### config.mk
export PLATFORM = sky130hd
export DESIGN_NAME = regfile
export DESIGN_NICKNAME = d
export VERILOG_FILES = /design/src/pipeline_types.sv /design/src/regfile.sv
export VERILOG_INCLUDE_DIRS = /design/src
export SDC_FILE = /design/constraint.sdc
export NUM_CORES = 1
export LEC_CHECK = 0
export CORE_MARGIN = 4
export CORE_UTILIZATION = 60
export CTS_BUF_LIST = sky130_fd_sc_hd__clkbuf_8
export DETAILED_ROUTE_END_ITERATION = 16
export DONT_BUFFER_PORTS = 1
export PLACE_DENSITY = 0.9
export SLEW_MARGIN = 10
export SYNTH_ARGS = -nofsm -noshare
export SYNTH_HDL_FRONTEND = slang
export SYNTH_SLANG_ARGS = --single-unit
### constraint.sdc
create_clock -name clk -period 1.85 [get_ports clk]
set_input_delay 0.185 -clock clk [delete_from_list [all_inputs] [get_ports clk]]
set_output_delay 0.185 -clock clk [all_outputs]
set_load 0.03 [all_outputs]
### src/backend_settings.svh
`ifndef BACKEND_SETTINGS_SVH
`define BACKEND_SETTINGS_SVH

// architectural registers, r0 reads as zero
`define BACKEND_NUM_REGS 16

// local data RAM depth in 32-bit words
`define BACKEND_DMEM_WORDS 64

// multiplier iterations, 32 / steps multiplier bits per step
`define BACKEND_MUL_STEPS 4

`endif
### src/pipeline_types.sv
package pipeline_types;

    typedef logic [31:0] word_t;
    typedef logic [3:0]  reg_addr_t;
    typedef logic [3:0]  op_t;
    typedef logic [15:0] imm_t;

    // instr layout: op[31:28] rd[27:24] rs1[23:20] rs2[19:16] imm[15:0]
    localparam op_t OP_NOP  = 4'd0;
    localparam op_t OP_ADD  = 4'd1;
    localparam op_t OP_SUB  = 4'd2;
    localparam op_t OP_AND  = 4'd3;
    localparam op_t OP_OR   = 4'd4;
    localparam op_t OP_XOR  = 4'd5;
    localparam op_t OP_SLT  = 4'd6;
    localparam op_t OP_ADDI = 4'd7;
    localparam op_t OP_MUL  = 4'd8;
    localparam op_t OP_LD   = 4'd9;
    localparam op_t OP_ST   = 4'd10;
    localparam op_t OP_BEQ  = 4'd11;
    localparam op_t OP_BNE  = 4'd12;

    typedef enum logic [1:0] {
        MUL_IDLE,
        MUL_RUN,
        MUL_DONE
    } mul_state_e;

    typedef struct packed {
        logic  valid;
        word_t pc;
        word_t instr;
    } pc_id_t;

    typedef struct packed {
        logic      valid;
        word_t     pc;
        op_t       op;
        reg_addr_t rd;
        reg_addr_t rs1;
        reg_addr_t rs2;
        imm_t      imm;
        logic      reg_write;
        logic      uses_rs2;
    } id_dispatch_t;

    typedef struct packed {
        logic      valid;
        op_t       op;
        reg_addr_t rd;
        word_t     operand_a;
        word_t     operand_b;
        word_t     store_data;
        logic      reg_write;
    } dispatch_ex_t;

    typedef struct packed {
        logic      valid;
        reg_addr_t rd;
        word_t     result;
        word_t     store_data;
        logic      reg_write;
        logic      is_load;
        logic      is_store;
    } ex_mem_t;

    typedef struct packed {
        logic      write_en;
        reg_addr_t write_addr;
        word_t     write_data;
    } data_write_t;

    typedef struct packed {
        logic      reg_write_en;
        reg_addr_t reg_write_addr;
        word_t     reg_write_data;
    } push_forward_t;

    typedef struct packed {
        logic pause_dispatch;
        logic pause_ex;
    } pause_t;

    typedef struct packed {
        logic stall_decode;
        logic stall_dispatch;
        logic stall_ex;
        logic bubble_ex;
        logic bubble_mem;
        logic flush_decode;
    } ctrl_t;

endpackage

### src/regfile.sv
`timescale 1ns/10ps
`include "backend_settings.svh"

module regfile
    import pipeline_types::*;
(
    input  logic        clk,
    input  logic        reset_i,
    input  data_write_t data_write_i,
    input  reg_addr_t   rs1_i,
    input  reg_addr_t   rs2_i,
    output word_t       rdata1_o,
    output word_t       rdata2_o
);

    word_t regs [`BACKEND_NUM_REGS];

    always_ff @(posedge clk) begin
        if (reset_i) begin
            for (int i = 0; i < `BACKEND_NUM_REGS; i++) begin
                regs[i] <= '0;
            end
        end else if (data_write_i.write_en && data_write_i.write_addr != '0) begin
            regs[data_write_i.write_addr] <= data_write_i.write_data;
        end
    end

    // write-through so wb needs no separate forward path
    function automatic word_t read_port(reg_addr_t addr);
        if (addr == '0) begin
            return '0;
        end
        if (data_write_i.write_en && data_write_i.write_addr == addr) begin
            return data_write_i.write_data;
        end
        return regs[addr];
    endfunction

    always_comb begin
        rdata1_o = read_port(rs1_i);
        rdata2_o = read_port(rs2_i);
    end

endmodule

==> summary.md <==
| Metric | Value |
|---|---|
| Pwr Total | 26.81 mW |
| FMAX | 398.2 MHz |
| Clock Power Share | 33.3% |
| Post-Synth Simple-Gate Area | 16.31% |
| Final hold vios | 0 |
| CTS tree | done |
| Via count | 18460 |
| First-pass DRT Iterations | 5 |
| Path category of the worst min-delay check | primary input to flip-flop |
| Slowest stage cell, crit path | mux4_2 |
| Pwr per Cell Area | 849.0 nW/µm² |
| Hold EP | regs[4][10] |
| Critical Path End Type | output pin |
| Mux cell area share after synthesis | 22.93% |
| Drt first-iter violations | 2906 |
| Peak supply drop | 698.8 µV |
| Final period util | 135.7% |
| Fin area | 31580 µm² |
| Largest family of logic cells by synthesized area | multiplexers |
| Post-synth cell types | 27 |
| Status | complete, but fails checks |
| Via density | 7.002 |
| H-tree depth | 3 |
| Worst-path fanout max | 2 |
| Antenna violations before repair | 1 |
| DRC viols | 0 |
| Core area | 46460 µm² |
| Mapped Avg Cell Area | 15.03 µm² |
| Total CTS buffers | 83 |
| CP arrival | 2.33 ns |
| Setup violators final | 64 |
| Sequential group share of total power | 51.5% |
| Placed cells | 2455 |
| Hold_sp | reset_i |
| Io pins | 111 |
| Area post-placement | 29410 µm² |
| Die width | 224.5 µm |
| Share of cells above drive strength 1 | 28.83% |
| Die height | 224.5 µm |
| Final min period | 2.511 ns |
| Post-synth ARST share | 0% |
| Vias in the first global route | 19830 |
| Most flops, register | regs |
| Area growth from synthesis to layout | 12.30% |
| EDFF count, synth | 512 |
| Pleak | 11.34 nW |
| RSZ-0062 raised after global routing | true |
| Synth Area in Compound Gates | 2.314% |
| Total gr overflow | 0 |
| Crit-path cells | mux4_2, mux2i_1, nand2_1, a32o_2, buf_6 |
| Main synth FF type | edfxtp_1 |
| CP max stage delay | 0.52 ns |
| Die area | 50390 µm² |
| # clock sinks | 512 |
| Failing checks | setup timing |
| Fillcell total | 2934 |
| Routed length per instance | 31.27 µm |
| Rows | 79 |
| Worst-path clk slew | 0.06 ns |
| Min-Delay Path Depth | 2 |
| Antenna-violating nets left | 0 |
| CP top delay family | multiplexers |
| Crit start category | flip-flop |
| Combinational Power Share | 15.1% |
| Wirelength, routed | 82430 µm |
| Largest net degree at the start of global routing | 131 |
| Worst-Margin Slew | 0.6389 ns |
| CP bufs+invs | 1 |
| Setup TNS | -35.68 ns |
| Largest registers | regs x512 |
| Multi-input gate area in the final layout | 12060 µm² |
| Xor/xnor share of the synthesized area | 0.2492% |
| GR Util All Layers | 32.92% |
| Post-Layout Cell Count | 2636 |
| Cell count after synthesis | 1871 |
| Max reg flops | 512 |
| Largest area contributor in the netlist | edfxtp_1 |
| Crit path kind | flip-flop to output pin |
| Synth Cell Area | 28120 µm² |
| Max-Cap Viols | 0 |
| Adder-Cell Fraction of Synth Area | 0% |
| Sequential standard cell area | 15370 µm² |
| IO Port Bufs | 0 |
| Seq cells post-synth | 512 |
| NetSw | 6.806 mW |
| YS warnings | 0 |
| Top post-synthesis cells by area | edfxtp_1 (55%), mux4_2 (21%), and2_1 (11%) |
| First-pass GRT wire length | 122100 µm |
| Worst path required time | 1.66 ns |
| Worst setup margin | -0.6611 ns |
| Sequential share of the synthesized area | 54.68% |
| Internal power | 20.00 mW |
| Top-area cell type share of the netlist area | 54.68% |
| Clock Root Buffer | clkbuf_8 |
| Final hold slack | 0.03257 ns |
| Initial Util | 60.53% |
| Relative slew slack | 57.27% |
| Sw Share | 25.39% |
| Nets | 2015 |
| DP HPWL | 44860 µm |
| Fin. max-slew vios | 0 |
| RD Place Congestion | 0.8247 |
| Clock buffer depth | 3 |
what timing repair did:
| item | CTS | global route |
|---|---|---|
| pin swaps | 107 | 34 |
| setup endpoints to repair | 64 | 64 |
| endpoints found under the hold margin | 571 | 0 |
| resized for setup | 116 | 12 |
| gates cloned | 0 | 0 |
| hold buffers | 34 | 0 |
| setup buffers | 0 | 1 |
cell usage after synthesis, drive strengths merged (6+ instances only):
cell / instances
a32o: 62
and2: 480
buf: 69
clkbuf: 118
edfxtp: 512
mux2i: 68
mux4: 256
nand2: 126
nand2b: 64
nand3b: 64
nor2: 13
or2: 15
xor2: 6
cells in the final DEF (no fill, tap or decap), types with 27 or more instances in the layout:
cell type and n:
edfxtp_1 512, and2_1 480, mux4_2 256, nand2_1 121, clkbuf_8 87, mux2i_1 64
nand3b_1 64, buf_6 64, nand2b_1 63, a32o_2 53, buf_4 44, dlygate4sd3_1 33
conb_1 32, inv_1 27
cell type report:
cell class                 count  share of cell area [%]
clock inverter                56                  0.7806
antenna                        3                 0.02377
clock buffer                  87                   3.792
timing repair buffer         168                   6.110
sequential                   512                   48.69
tap                          607                   2.405
multi-input combinational   1203                   38.20
metal layers:
metal	up-vias	global-route usage [%]	share of wire [%]
met5	-	0	0
met3	349	10.79	14
li1	7311	-	-
met4	0	16.40	5.4
met2	1586	52.30	48
met1	9212	41.25	32
how the worst max path moves through the flow:
stage                 startpoint      endpoint  slack [ns]  depth (start not counted)
floorplan               rs1_i[1]  rdata1_o[21]        0.02                          6
global placement        rs2_i[1]   rdata2_o[6]       -0.05                          7
detailed placement      rs2_i[1]   rdata2_o[6]       -0.06                          7
CTS                 regs[13][31]  rdata1_o[31]       -0.66                          5
global route         regs[15][4]   rdata1_o[4]       -0.71                          6
finish              regs[13][31]  rdata1_o[31]       -0.66                          5
per-stage QoR:
| step | utilization, % | setup WS [ns] |
|---|---|---|
| final | 67.97 | -0.6611 |
| after global routing | 67.95 | -0.7125 |
| after CTS | 67.89 | -0.6635 |
| after detailed placement | 63.30 | -0.05733 |
| after global placement | 63.30 | -0.05167 |
| after floorplan | - | 0.01565 |
power by group through the flow:
stage / Clock (mW) / Sequential, mW / Combinational [mW]
after global routing: 9.46 / 13.9 / 4.21
after detailed placement: 0 / 14.0 / 3.53
after floorplan: 0 / 13.9 / 2.88
after CTS: 8.93 / 13.8 / 3.99
after global placement: 0 / 13.9 / 3.46
final: 8.94 / 13.8 / 4.06
cells by family (layout without fill, tap and decap cells):
group                  count (synthesis)  count (layout)
flip-flops                           512             512
multiplexers                         324             324
other                                  1              35
buffers and inverters                187             311
AND/OR/NAND/NOR                      773             773
AO/OA/AOI/OAI                         66              66
XOR/XNOR                               8               8
(Power assumes the default switching activity.)
