## config.mk

```make
export PLATFORM = sky130hd
export DESIGN_NAME = decode
export DESIGN_NICKNAME = d
export VERILOG_FILES = /design/src/backend_settings.svh /design/src/pipeline_types.sv /design/src/decode.sv
export SDC_FILE = /design/constraint.sdc
export NUM_CORES = 1
export LEC_CHECK = 0
export ABC_CLOCK_PERIOD_IN_PS = 1800
export BUFFER_PORTS_ARGS = -buffer_cell sky130_fd_sc_hd__buf_2
export CAP_MARGIN = 20
export CORE_MARGIN = 10
export CORE_UTILIZATION = 36
export DETAILED_ROUTE_END_ITERATION = 10
export PLACE_DENSITY = 0.77
export SLEW_MARGIN = 15
export SYNTH_ARGS = -nofsm -noshare
export SYNTH_HDL_FRONTEND = slang
export SYNTH_SLANG_ARGS = --single-unit
```

## constraint.sdc

```tcl
create_clock -name clk -period 1.8 [get_ports clk]
set_input_delay 0.09 -clock clk [delete_from_list [all_inputs] [get_ports clk]]
set_output_delay 0.09 -clock clk [all_outputs]
set_load 0.05 [all_outputs]
```

## src/backend_settings.svh

```systemverilog
`ifndef BACKEND_SETTINGS_SVH
`define BACKEND_SETTINGS_SVH

// architectural registers, r0 reads as zero
`define BACKEND_NUM_REGS 16

// local data RAM depth in 32-bit words
`define BACKEND_DMEM_WORDS 64

// multiplier iterations, 32 / steps multiplier bits per step
`define BACKEND_MUL_STEPS 4

`endif
```

## src/pipeline_types.sv

```systemverilog
package pipeline_types;

    typedef logic [31:0] word_t;
    typedef logic [3:0]  reg_addr_t;
    typedef logic [3:0]  op_t;
    typedef logic [15:0] imm_t;

    // instr layout: op[31:28] rd[27:24] rs1[23:20] rs2[19:16] imm[15:0]
    localparam op_t OP_NOP  = 4'd0;
    localparam op_t OP_ADD  = 4'd1;
    localparam op_t OP_SUB  = 4'd2;
    localparam op_t OP_AND  = 4'd3;
    localparam op_t OP_OR   = 4'd4;
    localparam op_t OP_XOR  = 4'd5;
    localparam op_t OP_SLT  = 4'd6;
    localparam op_t OP_ADDI = 4'd7;
    localparam op_t OP_MUL  = 4'd8;
    localparam op_t OP_LD   = 4'd9;
    localparam op_t OP_ST   = 4'd10;
    localparam op_t OP_BEQ  = 4'd11;
    localparam op_t OP_BNE  = 4'd12;

    typedef enum logic [1:0] {
        MUL_IDLE,
        MUL_RUN,
        MUL_DONE
    } mul_state_e;

    typedef struct packed {
        logic  valid;
        word_t pc;
        word_t instr;
    } pc_id_t;

    typedef struct packed {
        logic      valid;
        word_t     pc;
        op_t       op;
        reg_addr_t rd;
        reg_addr_t rs1;
        reg_addr_t rs2;
        imm_t      imm;
        logic      reg_write;
        logic      uses_rs2;
    } id_dispatch_t;

    typedef struct packed {
        logic      valid;
        op_t       op;
        reg_addr_t rd;
        word_t     operand_a;
        word_t     operand_b;
        word_t     store_data;
        logic      reg_write;
    } dispatch_ex_t;

    typedef struct packed {
        logic      valid;
        reg_addr_t rd;
        word_t     result;
        word_t     store_data;
        logic      reg_write;
        logic      is_load;
        logic      is_store;
    } ex_mem_t;

    typedef struct packed {
        logic      write_en;
        reg_addr_t write_addr;
        word_t     write_data;
    } data_write_t;

    typedef struct packed {
        logic      reg_write_en;
        reg_addr_t reg_write_addr;
        word_t     reg_write_data;
    } push_forward_t;

    typedef struct packed {
        logic pause_dispatch;
        logic pause_ex;
    } pause_t;

    typedef struct packed {
        logic stall_decode;
        logic stall_dispatch;
        logic stall_ex;
        logic bubble_ex;
        logic bubble_mem;
        logic flush_decode;
    } ctrl_t;

endpackage

```

## src/decode.sv

```systemverilog
`timescale 1ns/10ps

module decode
    import pipeline_types::*;
(
    input  logic         clk,
    input  logic         reset_i,
    input  pc_id_t       pc_id_i,
    input  ctrl_t        ctrl_i,
    input  logic         pause_i,
    output id_dispatch_t id_dispatch_o
);

    op_t          op;
    logic         accept;
    id_dispatch_t decoded;

    assign op = pc_id_i.instr[31:28];

    // offered word is dropped on a branch flush
    assign accept = pc_id_i.valid && !pause_i && !ctrl_i.flush_decode;

    always_comb begin
        decoded.valid     = accept;
        decoded.pc        = pc_id_i.pc;
        decoded.op        = op;
        decoded.rd        = pc_id_i.instr[27:24];
        decoded.rs1       = pc_id_i.instr[23:20];
        decoded.rs2       = pc_id_i.instr[19:16];
        decoded.imm       = pc_id_i.instr[15:0];
        decoded.reg_write = 1'b0;
        decoded.uses_rs2  = 1'b0;
        case (op)
            OP_ADD, OP_SUB, OP_AND, OP_OR, OP_XOR, OP_SLT, OP_MUL: begin
                decoded.reg_write = 1'b1;
                decoded.uses_rs2  = 1'b1;
            end
            OP_ADDI, OP_LD: begin
                decoded.reg_write = 1'b1;
            end
            OP_ST, OP_BEQ, OP_BNE: begin
                decoded.uses_rs2 = 1'b1;
            end
            // nop and unused encodings do nothing
            default: begin
                decoded.reg_write = 1'b0;
            end
        endcase
    end

    always_ff @(posedge clk) begin
        if (!ctrl_i.stall_decode) begin
            id_dispatch_o <= decoded;
        end
        if (reset_i) begin
            id_dispatch_o.valid <= 1'b0;
        end
    end

endmodule

```

==> results.yml <==
status:
  status: "finished, final reports clean"
pwr:
  power_density_mw_per_mm2: 1089
  power.leakage_nw: 1.615
  peakVddDrop_uv: 694.0
sta:
  finalMaxSlewViolations: 0
  fin_tns_setup_ns: 0
  worst_pin_slew_ns: 0.4515
  fmax_mhz: 773.3
  fin_skew_ns: 0
  setup_viol: 0
  period_needed_ns: 1.293
  final.period_utilization_pct: 71.84
  slew_headroom_pct: 69.90
  hold_viol_final: 0
  rsz0062_at_grt: "false"
logic_synthesis:
  syn_area_mm2: 0.002067
  yosysSeqAreaShare_pct: 96.85
  synthCells: 78
  synth.ff_latch_count: 67
  yosys.area.top_type: "edfxtp_1"
  ys_warn_count: 0
  ys_types: 11
  syn-mean-instance-area_um2: 26.50
  synth.area.top_cells: "edfxtp_1 (96%), dfxtp_1 (0.97%), a21oi_1 (0.48%), mux2i_1 (0.48%), or4b_1 (0.48%)"
  syn-num-nets: 152
  synth_top_area_share_pct: 95.88
final_layout:
  final_layout_size_suffix_gt1_share_pct: 51.68
  top_regs: "id_dispatch_o: 67 flops"
  final_cells: 371
  largest_register: "id_dispatch_o"
  nNetsFinal: 367
  multiInputGateArea_um2: 61.31
  seqCellArea_mm2: 0.002002
  largest_reg_flops: 67
  fillCellCount: 387
  areaGrowthSynthToFinish_pct: 80.87
clock_network:
  path_clk_slew_ns: 0.08
  cts_tree: "yes"
  clockBufferDepth: 2
  cts_made_buffers: 9
  clock-sinks: 67
  cts_max_level: 3
  cts_resized: 0
  post-cts-setup-buffers: 0
  clock-root-buffer: "clkbuf_8"
  insertion_delay_ns: 0.33
worst_setup_path:
  worstRegToRegCells: 3
  required_ns: 1.89
  worstSetupPathType: "in -> reg"
  reg2reg_from: "id_dispatch_o[66]$_SDFFE_PP0N_"
  r2r_end: "id_dispatch_o[66]$_SDFFE_PP0N_"
  endpoint_kind: "flip-flop"
  startpoint_type: "input port"
  cp_max_fo: 5
  slowest_stage: "dlygate4sd3_1"
  crit_chain: "dlygate4sd3_1 -> buf_2 -> or3_1 -> a22o_1"
  r2r_slack_ns: 0.55
  cp.arrival_ns: 1.38
  max_stage_delay_ns: 0.54
routing:
  routedWlPerCell_um: 19.38
  drt-total-wl_mm: 7.189
  drtIter0Drc: 67
  final_antenna_net_count: 0
  firstDrtPassIters: 4
  vias_per_cell: 4.412
  num_vias: 1637
  drc: 0
grt:
  grt_antenna_before_repair: 0
  track_usage_pct: 15.67
  grt_pass1_wl_mm: 10.36
  grt_pass1_vias: 1812
  overflow: 0
  grt_max_degree: 38
placement:
  gp_congestion: 0.6842
  dpl.cell_count: 288
  port_buffers: 136
  dp_hpwl_mm: 4.338
die:
  start_util_pct: 37.31
  die-area_mm2: 0.009173
  die_w_um: 95.78
  core_mm2: 0.005540
  die_h_um: 95.78
  fp-row-count: 27
  ios: 141
worst_hold_path:
  hp-class: "in -> reg"
  hold_end: "id_dispatch_o[32]$_DFFE_PN_"
  min-delay-start: "ctrl_i[5]"
  whs_path_depth: 3
job:
  maxCapViolCount: 0
[routing by layer]
metal,vias up,global-route usage [%],wire length (um)
met5,-,0,0
met4,0,7.494,153
met3,14,10.66,1030
met2,116,25.11,3557
met1,762,15.28,2448
li1,745,-,-
[what timing repair did]
item,CTS,global route
setup endpoints to repair,0,0
hold endpoints to repair,65,0
hold buffers,66,0
[layout make-up]
class                           instances  area share [%]
Timing Repair Buffer                  204           36.28
Sequential cell                        67           53.55
Clock inverter                          7           2.644
Inverter                                1          0.1004
Clock buffer                            9           3.313
Antenna cell                            1         0.06693
Tap cell                               72           2.410
Multi-Input combinational cell         10           1.640
[stage by stage]
| stage | hold slack, ns | instance area, um^2 | setup WS, ns | utilization, % | power (mW) |
|---|---|---|---|---|---|
| after floorplan | 0.1591 | 2067 | 0.009359 | - | 2.379 |
| after global placement | 0.2472 | 2853 | 0.7710 | 51.49 | 2.576 |
| after detailed placement | 0.2504 | 2853 | 0.7454 | 51.49 | 2.588 |
| after CTS | 0.3261 | 3736 | 0.5596 | 67.43 | 4.068 |
| after global routing | 0.3703 | 3736 | 0.4557 | 67.43 | 4.217 |
| final | 0.3722 | 3739 | 0.5068 | 67.48 | 4.071 |
[power breakdown]
part / total (mW) / switching (mW) / internal (mW)
logic: 0.795 / 0.565 / 0.230
clock network: 1.39 / 0.602 / 0.792
registers: 1.88 / 0.0334 / 1.85
total: 4.07 / 1.20 / 2.87
[cells by family (layout without fill, tap and decap cells)]
group | after synthesis | count (layout) | share of synthesized area (%)
AOI/OAI and AO/OA | 4 | 4 | 1.150
buffers and inverters | 1 | 221 | 0.1814
DFF | 67 | 67 | 96.85
muxes | 1 | 1 | 0.4843
other | 0 | 1 | 0
and+or+nand+nor | 5 | 5 | 1.332
[layout by cell type, fill, tap and decap left out, types with 2 or more instances in the layout]
| cell | Yosys | routed |
|---|---|---|
| a21oi_1 | 2 | 2 |
| buf_2 | 0 | 136 |
| buf_4 | 0 | 2 |
| bufinv_16 | 0 | 2 |
| clkbuf_8 | 0 | 9 |
| dlygate4sd3_1 | 0 | 66 |
| edfxtp_1 | 66 | 66 |
| inv_6 | 0 | 3 |
| nor2_1 | 2 | 2 |
[worst max-delay path by stage]
stage,startpoint,end
final,pc_id_i[28],id_dispatch_o[0]$_DFFE_PN_
after global routing,id_dispatch_o[66]$_SDFFE_PP0N_,id_dispatch_o[66]$_SDFFE_PP0N_
after CTS,pc_id_i[28],id_dispatch_o[0]$_DFFE_PN_
after detailed placement,pc_id_i[28],id_dispatch_o[0]$_DFFE_PN_
after global placement,pc_id_i[28],id_dispatch_o[0]$_DFFE_PN_
after floorplan,ctrl_i[5],id_dispatch_o[0]$_DFFE_PN_
[Yosys cell counts]
cell type / instances
mux2i_1: 1
dfxtp_1: 1
nand2_1: 1
a22o_1: 1
or4b_1: 1
inv_1: 1
o21ai_0: 1
nor2_1: 2
edfxtp_1: 66
a21oi_1: 2
or3_1: 1
[worst max-delay path, delay by kind of cell]
| family | cells | cell delay [ns] |
|---|---|---|
| AO/OA/AOI/OAI | 1 | 0.23 |
| buffers and inverters | 2 | 0.69 |
| AND/OR/NAND/NOR | 1 | 0.38 |
(Power assumes the default switching activity.)
