--- src/backend_settings.svh ---
`ifndef BACKEND_SETTINGS_SVH
`define BACKEND_SETTINGS_SVH

// architectural registers, r0 reads as zero
`define BACKEND_NUM_REGS 16

// local data RAM depth in 32-bit words
`define BACKEND_DMEM_WORDS 64

// multiplier iterations, 32 / steps multiplier bits per step
`define BACKEND_MUL_STEPS 4

`endif
--- src/pipeline_types.sv ---
package pipeline_types;

    typedef logic [31:0] word_t;
    typedef logic [3:0]  reg_addr_t;
    typedef logic [3:0]  op_t;
    typedef logic [15:0] imm_t;

    // instr layout: op[31:28] rd[27:24] rs1[23:20] rs2[19:16] imm[15:0]
    localparam op_t OP_NOP  = 4'd0;
    localparam op_t OP_ADD  = 4'd1;
    localparam op_t OP_SUB  = 4'd2;
    localparam op_t OP_AND  = 4'd3;
    localparam op_t OP_OR   = 4'd4;
    localparam op_t OP_XOR  = 4'd5;
    localparam op_t OP_SLT  = 4'd6;
    localparam op_t OP_ADDI = 4'd7;
    localparam op_t OP_MUL  = 4'd8;
    localparam op_t OP_LD   = 4'd9;
    localparam op_t OP_ST   = 4'd10;
    localparam op_t OP_BEQ  = 4'd11;
    localparam op_t OP_BNE  = 4'd12;

    typedef enum logic [1:0] {
        MUL_IDLE,
        MUL_RUN,
        MUL_DONE
    } mul_state_e;

    typedef struct packed {
        logic  valid;
        word_t pc;
        word_t instr;
    } pc_id_t;

    typedef struct packed {
        logic      valid;
        word_t     pc;
        op_t       op;
        reg_addr_t rd;
        reg_addr_t rs1;
        reg_addr_t rs2;
        imm_t      imm;
        logic      reg_write;
        logic      uses_rs2;
    } id_dispatch_t;

    typedef struct packed {
        logic      valid;
        op_t       op;
        reg_addr_t rd;
        word_t     operand_a;
        word_t     operand_b;
        word_t     store_data;
        logic      reg_write;
    } dispatch_ex_t;

    typedef struct packed {
        logic      valid;
        reg_addr_t rd;
        word_t     result;
        word_t     store_data;
        logic      reg_write;
        logic      is_load;
        logic      is_store;
    } ex_mem_t;

    typedef struct packed {
        logic      write_en;
        reg_addr_t write_addr;
        word_t     write_data;
    } data_write_t;

    typedef struct packed {
        logic      reg_write_en;
        reg_addr_t reg_write_addr;
        word_t     reg_write_data;
    } push_forward_t;

    typedef struct packed {
        logic pause_dispatch;
        logic pause_ex;
    } pause_t;

    typedef struct packed {
        logic stall_decode;
        logic stall_dispatch;
        logic stall_ex;
        logic bubble_ex;
        logic bubble_mem;
        logic flush_decode;
    } ctrl_t;

endpackage

--- src/dispatch.sv ---
`timescale 1ns/10ps

module dispatch
    import pipeline_types::*;
(
    input  logic          clk,
    input  logic          reset_i,
    input  id_dispatch_t  id_dispatch_i,
    input  ctrl_t         ctrl_i,
    input  push_forward_t ex_push_forward_i,
    input  push_forward_t mem_push_forward_i,
    input  logic          ex_is_load_i,
    input  reg_addr_t     ex_rd_i,
    output reg_addr_t     rs1_o,
    output reg_addr_t     rs2_o,
    input  word_t         rdata1_i,
    input  word_t         rdata2_i,
    output logic          pause_dispatch_o,
    output logic          branch_flush_o,
    output word_t         branch_target_o,
    output dispatch_ex_t  dispatch_ex_o
);

    word_t        src1;
    word_t        src2;
    word_t        imm_ext;
    logic         uses_rs1;
    logic         use_imm;
    logic         taken;
    dispatch_ex_t next;

    // ex result is youngest, then mem, then regfile
    function automatic word_t pick_operand(reg_addr_t rs, word_t reg_val,
                                           push_forward_t ex_fw, push_forward_t mem_fw);
        if (rs != '0 && ex_fw.reg_write_en && ex_fw.reg_write_addr == rs) begin
            return ex_fw.reg_write_data;
        end
        if (rs != '0 && mem_fw.reg_write_en && mem_fw.reg_write_addr == rs) begin
            return mem_fw.reg_write_data;
        end
        return reg_val;
    endfunction

    assign rs1_o = id_dispatch_i.rs1;
    assign rs2_o = id_dispatch_i.rs2;

    assign src1 = pick_operand(rs1_o, rdata1_i, ex_push_forward_i, mem_push_forward_i);
    assign src2 = pick_operand(rs2_o, rdata2_i, ex_push_forward_i, mem_push_forward_i);

    assign imm_ext  = {{16{id_dispatch_i.imm[15]}}, id_dispatch_i.imm};
    assign uses_rs1 = id_dispatch_i.op != OP_NOP;
    assign use_imm  = id_dispatch_i.op inside {OP_ADDI, OP_LD, OP_ST};

    // load result only exists once it reaches mem
    assign pause_dispatch_o = id_dispatch_i.valid && ex_is_load_i && ex_rd_i != '0 &&
                              ((uses_rs1 && rs1_o == ex_rd_i) ||
                               (id_dispatch_i.uses_rs2 && rs2_o == ex_rd_i));

    assign taken = id_dispatch_i.valid &&
                   ((id_dispatch_i.op == OP_BEQ && src1 == src2) ||
                    (id_dispatch_i.op == OP_BNE && src1 != src2));

    assign branch_flush_o  = taken && !ctrl_i.stall_dispatch;
    assign branch_target_o = id_dispatch_i.pc + (imm_ext << 2);

    always_comb begin
        next.valid      = id_dispatch_i.valid;
        next.op         = id_dispatch_i.op;
        next.rd         = id_dispatch_i.rd;
        next.operand_a  = src1;
        next.operand_b  = use_imm ? imm_ext : src2;
        next.store_data = src2;
        next.reg_write  = id_dispatch_i.reg_write;
    end

    always_ff @(posedge clk) begin
        if (!ctrl_i.stall_ex) begin
            dispatch_ex_o <= next;
            if (ctrl_i.bubble_ex) begin
                dispatch_ex_o.valid <= 1'b0;
            end
        end
        if (reset_i) begin
            dispatch_ex_o.valid <= 1'b0;
        end
    end

endmodule

--- config.mk ---
export PLATFORM = sky130hd
export DESIGN_NAME = dispatch
export DESIGN_NICKNAME = d
export VERILOG_FILES = /design/src/backend_settings.svh /design/src/pipeline_types.sv /design/src/dispatch.sv
export SDC_FILE = /design/constraint.sdc
export NUM_CORES = 1
export LEC_CHECK = 0
export BUFFER_PORTS_ARGS = -buffer_cell sky130_fd_sc_hd__buf_2
export CORE_AREA = 2 2 143 145
export CTS_CLUSTER_SIZE = 14
export DETAILED_ROUTE_END_ITERATION = 7
export DIE_AREA = 0 0 145 147
export PLACE_DENSITY_LB_ADDON = 0.15
export SLEW_MARGIN = 10
export SYNTH_ARGS = -nofsm -noshare
export SYNTH_HDL_FRONTEND = slang
export SYNTH_SLANG_ARGS = --single-unit
--- constraint.sdc ---
create_clock -name clk -period 3.1 [get_ports clk]
set_input_delay 0.155 -clock clk [delete_from_list [all_inputs] [get_ports clk]]
set_output_delay 0.155 -clock clk [all_outputs]
set_load 0.005 [all_outputs]
==> results summary, run 1 <==
The run finished, with violations left. The final reports fail on setup timing. Counting flops and latches in the post-synthesis netlist gives 106. The top-area cell type share of the netlist area came out at 40.3%.

The worst clock skew on the final layout came out at 0 ns. The worst stage delay on the critical path is 0.45 ns. By count the netlist is led by sky130_fd_sc_hd__edfxtp_1 (105), sky130_fd_sc_hd__nor3_1 (73), sky130_fd_sc_hd__o21ai_0 (56), sky130_fd_sc_hd__xor2_1 (48), sky130_fd_sc_hd__nand2_1 (45). Walking the worst path, the cells encountered are buf_2 -> xnor2_2 -> nand3_4 -> buf_6 -> buf_16 -> or4_1 -> a31oi_4 -> xor2_2 -> nor4_2 -> nand4_1 -> nor2_1 -> buf_4 -> mux2_4 -> buf_2. The number of antenna violations at the first check in global routing was 7.

The first-pass GRT wire length came out at 46.6 mm. The total via count in the routed design is 8560. After synthesis, the mean cell area works out to 9.75 µm². The final clock period utilization by the worst path came out at 101%. The count of antenna-violating nets left after detailed routing came out at 0. The worst hold path startpoint is id_dispatch_i[33]. The net count after synthesis is 1050.

The placed cell area came out at 0.0107 mm². The starting utilization of the core area came out at 39.4%. The number of pins with negative max-slew slack in the final report is 0. The category of the worst setup path launch point is an input pin. The die span in x is 145 µm. The standard-cell row count came out at 52. In the final layout, the share of cells above drive strength 1 is 51.9%. The worst setup path is of the input pin to output port kind.

The dominant synthesized flop cell is sky130_fd_sc_hd__edfxtp_1. The number of flip-flops under the largest register name came out at 106. The final routed wire length divided by cell count is 20.7 µm.

The worst register-to-register path begins at dispatch_ex_o[105]. Counting every sink on the clock net gives 106. Global routing finished with a remaining overflow of 0. The number of buffers and inverters on the critical path came out at 5. The data arrival time of the critical path is 2.97 ns.

The number of enable flip-flop cells after synthesis is 105. The net count of the finished layout is 1508. The origin of the worst setup path is mem_push_forward_i[33]. The largest registers in the layout are dispatch_ex_o: 106 flops.

Setup violations remaining at the end of the flow were counted as 1. The cell family contributing the most delay on the critical path is simple AND/OR/NAND/NOR gates. The power density over cell area came out at 393 mW/mm². In the routed design, unresolved DRC markers number 0. The number of I/O pins is 366. Measured along the y axis, the die boundary spans 147 µm. The TritonCTS buffer count is 9.

The hold violation total from the final report came out at 0. The worst-case IR drop observed on VDD is 0.344 mV. The wire length reported by the detailed router is 31.9 mm.

The tree is rooted in a sky130_fd_sc_hd__clkbuf_16. The number of max-cap violations is 0. After synthesis, the netlist uses 58 different library cells.

In the routed layout, each cell is associated on average with a via count of 5.55. The total global-route track usage came out at 28.6%. The largest individual stage delay along the critical path comes from the cell sky130_fd_sc_hd__or4_1. The final weighted congestion of routability-driven global placement is 0.915. TritonCTS built the clock tree.

The worst slew slack as a fraction of its limit came out at 51.1%. The largest fanout of any net on the critical path is 22. The deepest level of the CTS H-tree is 3. After routing the design area is 0.0122 mm².

The setup slack of the critical path after layout came out at -0.0285 ns. The largest total area in the synthesized netlist belongs to sky130_fd_sc_hd__edfxtp_1. Ranked by flip-flop count, first place goes to dispatch_ex_o.

The share of the yosys chip area belonging to registers came out at 40.6%. The via count of the first global-routing pass is 8024. The number of warnings printed during yosys synthesis came out at 0.

The number of fill cells came out at 1710. For this design the static power due to leakage is 5.01 nW. In the post-synthesis netlist, the cell with the most instances is sky130_fd_sc_hd__edfxtp_1.

The pin count of the biggest net entering global routing is 56. After floorplanning, the core was sized to cover 0.0198 mm². STA classifies the critical path endpoint as an output port.

The transition time at the pin with the least slew margin came out at 0.734 ns. Timing would allow up to 320 MHz. The HPWL after detailed placement is 22.7 mm. The full die area is 0.0213 mm². Setup repair after global routing could not meet its margin everywhere.

The area overhead of the layout relative to synthesis came out at 55.9%. The post-synthesis instance area is 0.00782 mm². Clock latency on the worst-skew pair, taken at its later pin, is 0.36 ns. Clock-pin slew was measured on the worst setup and hold paths at 0.08 ns. The smallest clock period supported by the final layout is computed as 3.13 ns. Buffers placed on the I/O ports in this run total 358. The async set or reset register ratio after synthesis is 0%. The total power consumption of the routed design is 4.79 mW. The class of the tightest hold or removal check is input pin to register. In this design, the critical path's most frequently occurring cell is sky130_fd_sc_hd__buf_2. Counting along the longest clock path gives a buffer depth of 2. By area the synthesized netlist is led by sky130_fd_sc_hd__edfxtp_1 (40%), sky130_fd_sc_hd__xor2_1 (5.4%), sky130_fd_sc_hd__nor3_1 (4.7%). The first detailed-routing pass took 5 iterations. The detailed router's first-iteration violation count came out at 692. The worst endpoint required time came out at 2.94 ns. Synthesis produced 802 cells.
## final timing paths
check | end | cells past startpoint | slack, ns
max | branch_flush_o | 14 | -0.03
min | dispatch_ex_o[104] | 1 | 0.05
max reg2reg | dispatch_ex_o[105] | 2 | 2.50
min reg2reg | dispatch_ex_o[105] | 2 | 0.52
## cells by family (layout without fill, tap and decap cells)
group	after synthesis	in the layout	share of synthesized area (%)
other cells	0	6	0
mux	17	17	2.43
simple gates	254	254	18.1
buf+inv	94	557	5.92
fa+ha+maj	30	30	4.90
xor+xnor	80	80	8.96
compound gates	221	221	19.1
flops	106	106	40.6
## where the power goes
| group | internal (mW) | leakage, nW | switching (mW) |
|---|---|---|---|
| clock network | 0.713 | 0.147 | 0.525 |
| logic | 0.844 | 3.83 | 0.926 |
| registers | 1.75 | 1.04 | 0.0376 |
| total | 3.30 | 5.01 | 1.49 |
## layout by cell type, fill, tap and decap left out, drive strengths merged, types with 7 or more instances in the layout
cell type	count
a21o	9
clkbuf	12
a21oi	23
mux2	16
or4	34
nor4	11
nor3	73
nand2	45
a31oi	65
inv	30
buf	505
xnor2	32
nor2	15
o21ai	93
edfxtp	105
xor2	48
nand3	7
ha	29
or3	40
## layer usage
| metal | routed length, µm | share of wire (%) | global-route usage [%] | vias up |
|---|---|---|---|---|
| met1 | 12900 | 40 | 37.5 | 4044 |
| li1 | - | - | - | 3985 |
| met5 | 13 | 0.041 | 0 | - |
| met3 | 2590 | 8.1 | 4.97 | 61 |
| met4 | 1150 | 3.6 | 12.8 | 2 |
| met2 | 15300 | 48 | 46.5 | 468 |
## repair_timing
item,4_1_cts,5_1_grt
pin swaps,44,48
cloned,4,0
endpoints found under the hold margin,6,0
hold buffers,6,0
resized for setup,73,65
setup buffers,18,11
setup endpoints to repair,3,5
## through the flow
step                hold slack (ns)  std cells  util [%]  setup slack [ns]  TNS (ns)
finish                       0.0465       1541      61.4           -0.0285   -0.0285
global route                 0.0476       1540      61.4            -0.112    -0.112
CTS                          0.0324       1525      59.2            0.0202         0
detailed placement            0.310       1481      53.7            -0.353    -0.558
global placement              0.310       1481      53.7            -0.292    -0.505
floorplan                     0.227        802         -             0.240         0
## layout make-up
class,instances,area (µm²),area share [%]
clock buffer,12,236,1.94
antenna,6,15.0,0.123
tap,270,338,2.77
multi-input combinational,602,4990,41.0
sequential,106,3170,26.0
timing repair buffer,512,3250,26.6
inverter,29,111,0.913
clock inverter,4,76.3,0.626
Note: power is estimated with default switching activity, not from simulation.
==> inputs of run 2 (changes only) <==
--- a/config.mk
+++ b/config.mk
@@ -6,10 +6,11 @@
 export NUM_CORES = 1
 export LEC_CHECK = 0
 export BUFFER_PORTS_ARGS = -buffer_cell sky130_fd_sc_hd__buf_2
-export CORE_AREA = 2 2 143 145
+export CELL_PAD_IN_SITES_DETAIL_PLACEMENT = 0
+export CELL_PAD_IN_SITES_GLOBAL_PLACEMENT = 1
+export CORE_UTILIZATION = 35
 export CTS_CLUSTER_SIZE = 14
 export DETAILED_ROUTE_END_ITERATION = 7
-export DIE_AREA = 0 0 145 147
 export PLACE_DENSITY_LB_ADDON = 0.15
 export SLEW_MARGIN = 10
 export SYNTH_ARGS = -nofsm -noshare
==> constraint.sdc (replaced) <==
create_clock -name clk -period 3.17 [get_ports clk]
set_input_delay 0.1585 -clock clk [delete_from_list [all_inputs] [get_ports clk]]
set_output_delay 0.1585 -clock clk [all_outputs]
set_load 0.005 [all_outputs]
==> results summary, run 2 (same netlist as run 1, synthesis figures left out) <==
Registers with the most flip-flops: dispatch_ex_o: 106 flops (unchanged). The area of all placed cells without fillers was 0.0119 mm² (was 0.0122 mm²). The post-detailed-route DRC marker count came out at 0 (unchanged). The largest fanout of any net on the critical path is 8 (was 22). The endpoint class of the critical path is an output port (unchanged). The clock slew at the register clock pins of the worst setup and hold paths is 0.07 ns (was 0.08 ns).

The height of the chip is 151 µm (was 147 µm). The TritonCTS buffer count came out at 9 (unchanged). The net switching fraction of the power is 33.1% (was 31.1%). The final routed wire length divided by cell count came out at 22.4 µm (was 20.7 µm).

The deepest level of the CTS H-tree came to 3 (unchanged). The tightest hold margin is 0.0571 ns (was 0.0465 ns). The reported leakage power came out at 4.91 nW (was 5.01 nW). The detailed router's first-iteration violation count is 687 (was 692). The overall overflow remaining after global route is 0 (unchanged). The type of the setup path with the least slack was input pin to output port (unchanged). The register bank with the most flops is dispatch_ex_o (unchanged). The number of pins with negative max-slew slack in the final report is 0 (unchanged). The number of placed cells counting well taps came out at 1464 (was 1481). The count of TritonRoute iterations in the first routing pass is 5 (unchanged). The wire length reported by the detailed router came out at 34.2 mm (was 31.9 mm).

The number of flip-flops under the largest register name is 106 (unchanged). The worst min-delay path endpoint is dispatch_ex_o[104] (unchanged). The number of cells traversed by the worst hold path came out at 1 (unchanged). The number of antenna violations at the first check in global routing is 5 (was 7). The final weighted congestion of routability-driven global placement came out at 0.850 (was 0.915). The number of cell instances on the worst register-to-register path came to 2 (unchanged).

The part of the power in the clock network is 23.6% (was 25.8%). The register-to-register setup slack came out at 2.57 ns (was 2.50 ns). The cell at the root of the clock tree was sky130_fd_sc_hd__clkbuf_16 (unchanged).

The starting utilization of the core area came out at 35.7% (was 39.4%). The pin count of the biggest net entering global routing is 40 (was 56). The final setup violation count is 0 (was 1). The worst endpoint required time was 3.01 ns (was 2.94 ns). The net count reported at finish came out at 1489 (was 1508). The number of max-cap violations was 0 (unchanged). The final critical path takes up 99.5% of the cycle.

The half-perimeter wire length of the detailed placement result is 23.9 mm (was 22.7 mm). The first-pass GRT wire length was 46.0 mm (was 46.6 mm). The clock sink count is 106 (unchanged). Run status: finished clean (was complete, but fails checks). The worst slew slack as a fraction of its limit came out at 42.7% (was 51.1%).

The part of the power in registers came to 38.7% (was 37.2%). The worst clock skew on the final layout came out at 0 ns (unchanged). The placed cell area is 0.0105 mm² (was 0.0107 mm²).

The count of antenna-violating nets left after detailed routing came to 0 (unchanged). The beginning of the worst register-to-register path was dispatch_ex_o[105] (unchanged). The worst supply voltage drop on vdd is 0.212 mV (was 0.344 mV). RSZ-0062 raised after global routing: true (unchanged). The class of the tightest hold or removal check is input pin to register (unchanged).

The total via count in the routed design came out at 8501 (was 8560). The number of input and output port buffers inserted was 358 (unchanged). The via count of the first global-routing pass is 7767 (was 8024). The share of cells above drive strength 1 is 49.3% (was 51.9%). The combinational group share of total power came out at 37.8% (was 36.9%). The internal portion of total power is 3.02 mW (was 3.30 mW). The total global-route track usage is 27.3% (was 28.6%). The power density over cell area is 379 mW/mm² (was 393 mW/mm²). The transition time at the pin with the least slew margin came to 0.857 ns (was 0.734 ns).

The number of I/O pins is 366 (unchanged). The category of the worst setup path launch point is an input pin (unchanged). The data arrival time of the critical path is 2.99 ns (was 2.97 ns).

Top library cells by usage in the layout, fill and taps aside: sky130_fd_sc_hd__buf_2 (349), sky130_fd_sc_hd__buf_4 (107), sky130_fd_sc_hd__edfxtp_1 (105) (was sky130_fd_sc_hd__buf_2 (354), sky130_fd_sc_hd__buf_4 (127), sky130_fd_sc_hd__edfxtp_1 (105)). The via count normalized by instance count was 5.56 (was 5.55). The standard-cell row count came out at 54 (was 52).

The number of fill cells is 2097 (was 1710). The clock tree from TritonCTS is built (unchanged). The full die area is 0.0229 mm² (was 0.0213 mm²). The final cell count without fillers came out at 1528 (was 1541). The core outline area came out at 0.0219 mm² (was 0.0198 mm²).

The setup slack of the critical path after layout came out at 0.0174 ns (was -0.0285 ns). The number of buffers on the longest clock path came out at 2 (unchanged). The final critical path time including I/O delays and setup came out at 3.15 ns. The pre-CTS worst setup slack is -0.276 ns (was -0.353 ns).

The maximum operating frequency came out at 317 MHz. The die span in x came out at 151 µm (was 145 µm). The worst hold path startpoint is id_dispatch_i[33] (unchanged). The area overhead of the layout relative to synthesis came out at 52.3% (was 55.9%). The endpoint of the worst-slack reg-to-reg timing path was dispatch_ex_o[105] (unchanged). The hold violation total from the final report is 0 (unchanged). The switching power total came out at 1.49 mW (about the same). The most common library cell in the layout ignoring fill and taps is sky130_fd_sc_hd__buf_2 (unchanged). The later-pin clock latency in the skew report was 0.35 ns (was 0.36 ns).
[run 2: worst max-delay path by stage]
stage / startpoint / endpoint / cells after the start
final: mem_push_forward_i[34] / branch_flush_o / 14
after global routing: mem_push_forward_i[34] / branch_flush_o / 13
after CTS: id_dispatch_i[18] / branch_flush_o / 13
after detailed placement: id_dispatch_i[8] / branch_target_o[31] / 12
after global placement: id_dispatch_i[18] / branch_flush_o / 13
after floorplan: id_dispatch_i[8] / branch_target_o[31] / 10
[run 2: routing by layer]
layer  vias to the layer above  track usage, %  part of all wire, %
met5                         -               0                0.038
li1                       3944               -                    -
met3                        71            4.37                  8.9
met2                       461            43.4                   48
met1                      4023            35.8                   40
met4                         2            13.5                  3.5
[run 2: cell type report]
type	instances	area [µm²]	area share [%]
Multi-Input combinational cell	602	4820	40.5
Timing Repair Buffer	493	3190	26.8
Sequential cell	106	3170	26.6
Tap cell	280	350	2.94
Clock buffer	9	225	1.89
Inverter	29	111	0.935
Clock inverter	6	35.0	0.294
Antenna cell	3	7.51	0.0630
[run 2: stage by stage]
step | total power [mW] | setup TNS [ns] | util (%)
floorplan | 2.47 | 0 | -
CTS | 4.32 | -0.0276 | 50.0
detailed placement | 3.22 | -0.539 | 47.9
finish | 4.52 | 0 | 54.4
global placement | 3.22 | -0.572 | 47.9
global route | 4.70 | -0.0801 | 54.4
[run 2: worst max-delay path, stage by stage]
cell and delay (ns):
sky130_fd_sc_hd__buf_4 0.14, sky130_fd_sc_hd__xnor2_2 0.19, sky130_fd_sc_hd__nand4_4 0.23, sky130_fd_sc_hd__buf_6 0.19, sky130_fd_sc_hd__clkbuf_16 0.16, sky130_fd_sc_hd__buf_4 0.14, sky130_fd_sc_hd__o21ai_0 0.41, sky130_fd_sc_hd__a31oi_4 0.16
sky130_fd_sc_hd__xor2_1 0.21, sky130_fd_sc_hd__nor4_2 0.18, sky130_fd_sc_hd__nand4_1 0.14, sky130_fd_sc_hd__nor2_2 0.21, sky130_fd_sc_hd__mux2_4 0.31, sky130_fd_sc_hd__buf_2 0.13
[run 2: repair_timing]
| item | in CTS | in global routing |
|---|---|---|
| cloned | 1 | 8 |
| buffers inserted | 6 | 25 |
| pin swaps | 8 | 52 |
| endpoints found under the hold margin | 5 | 1 |
| resized for setup | 15 | 104 |
| endpoints found under the setup margin | 3 | 5 |
| hold buffers | 5 | 1 |
[run 2: power by group through the flow]
stage | Combinational, mW | Clock, mW | Sequential (mW)
6_report | 1.71 | 1.07 | 1.75
5_1_grt | 1.82 | 1.11 | 1.76
4_1_cts | 1.50 | 1.07 | 1.75
3_5_place_dp | 1.45 | 0 | 1.78
3_3_place_gp | 1.44 | 0 | 1.77
2_1_floorplan | 0.672 | 0 | 1.80
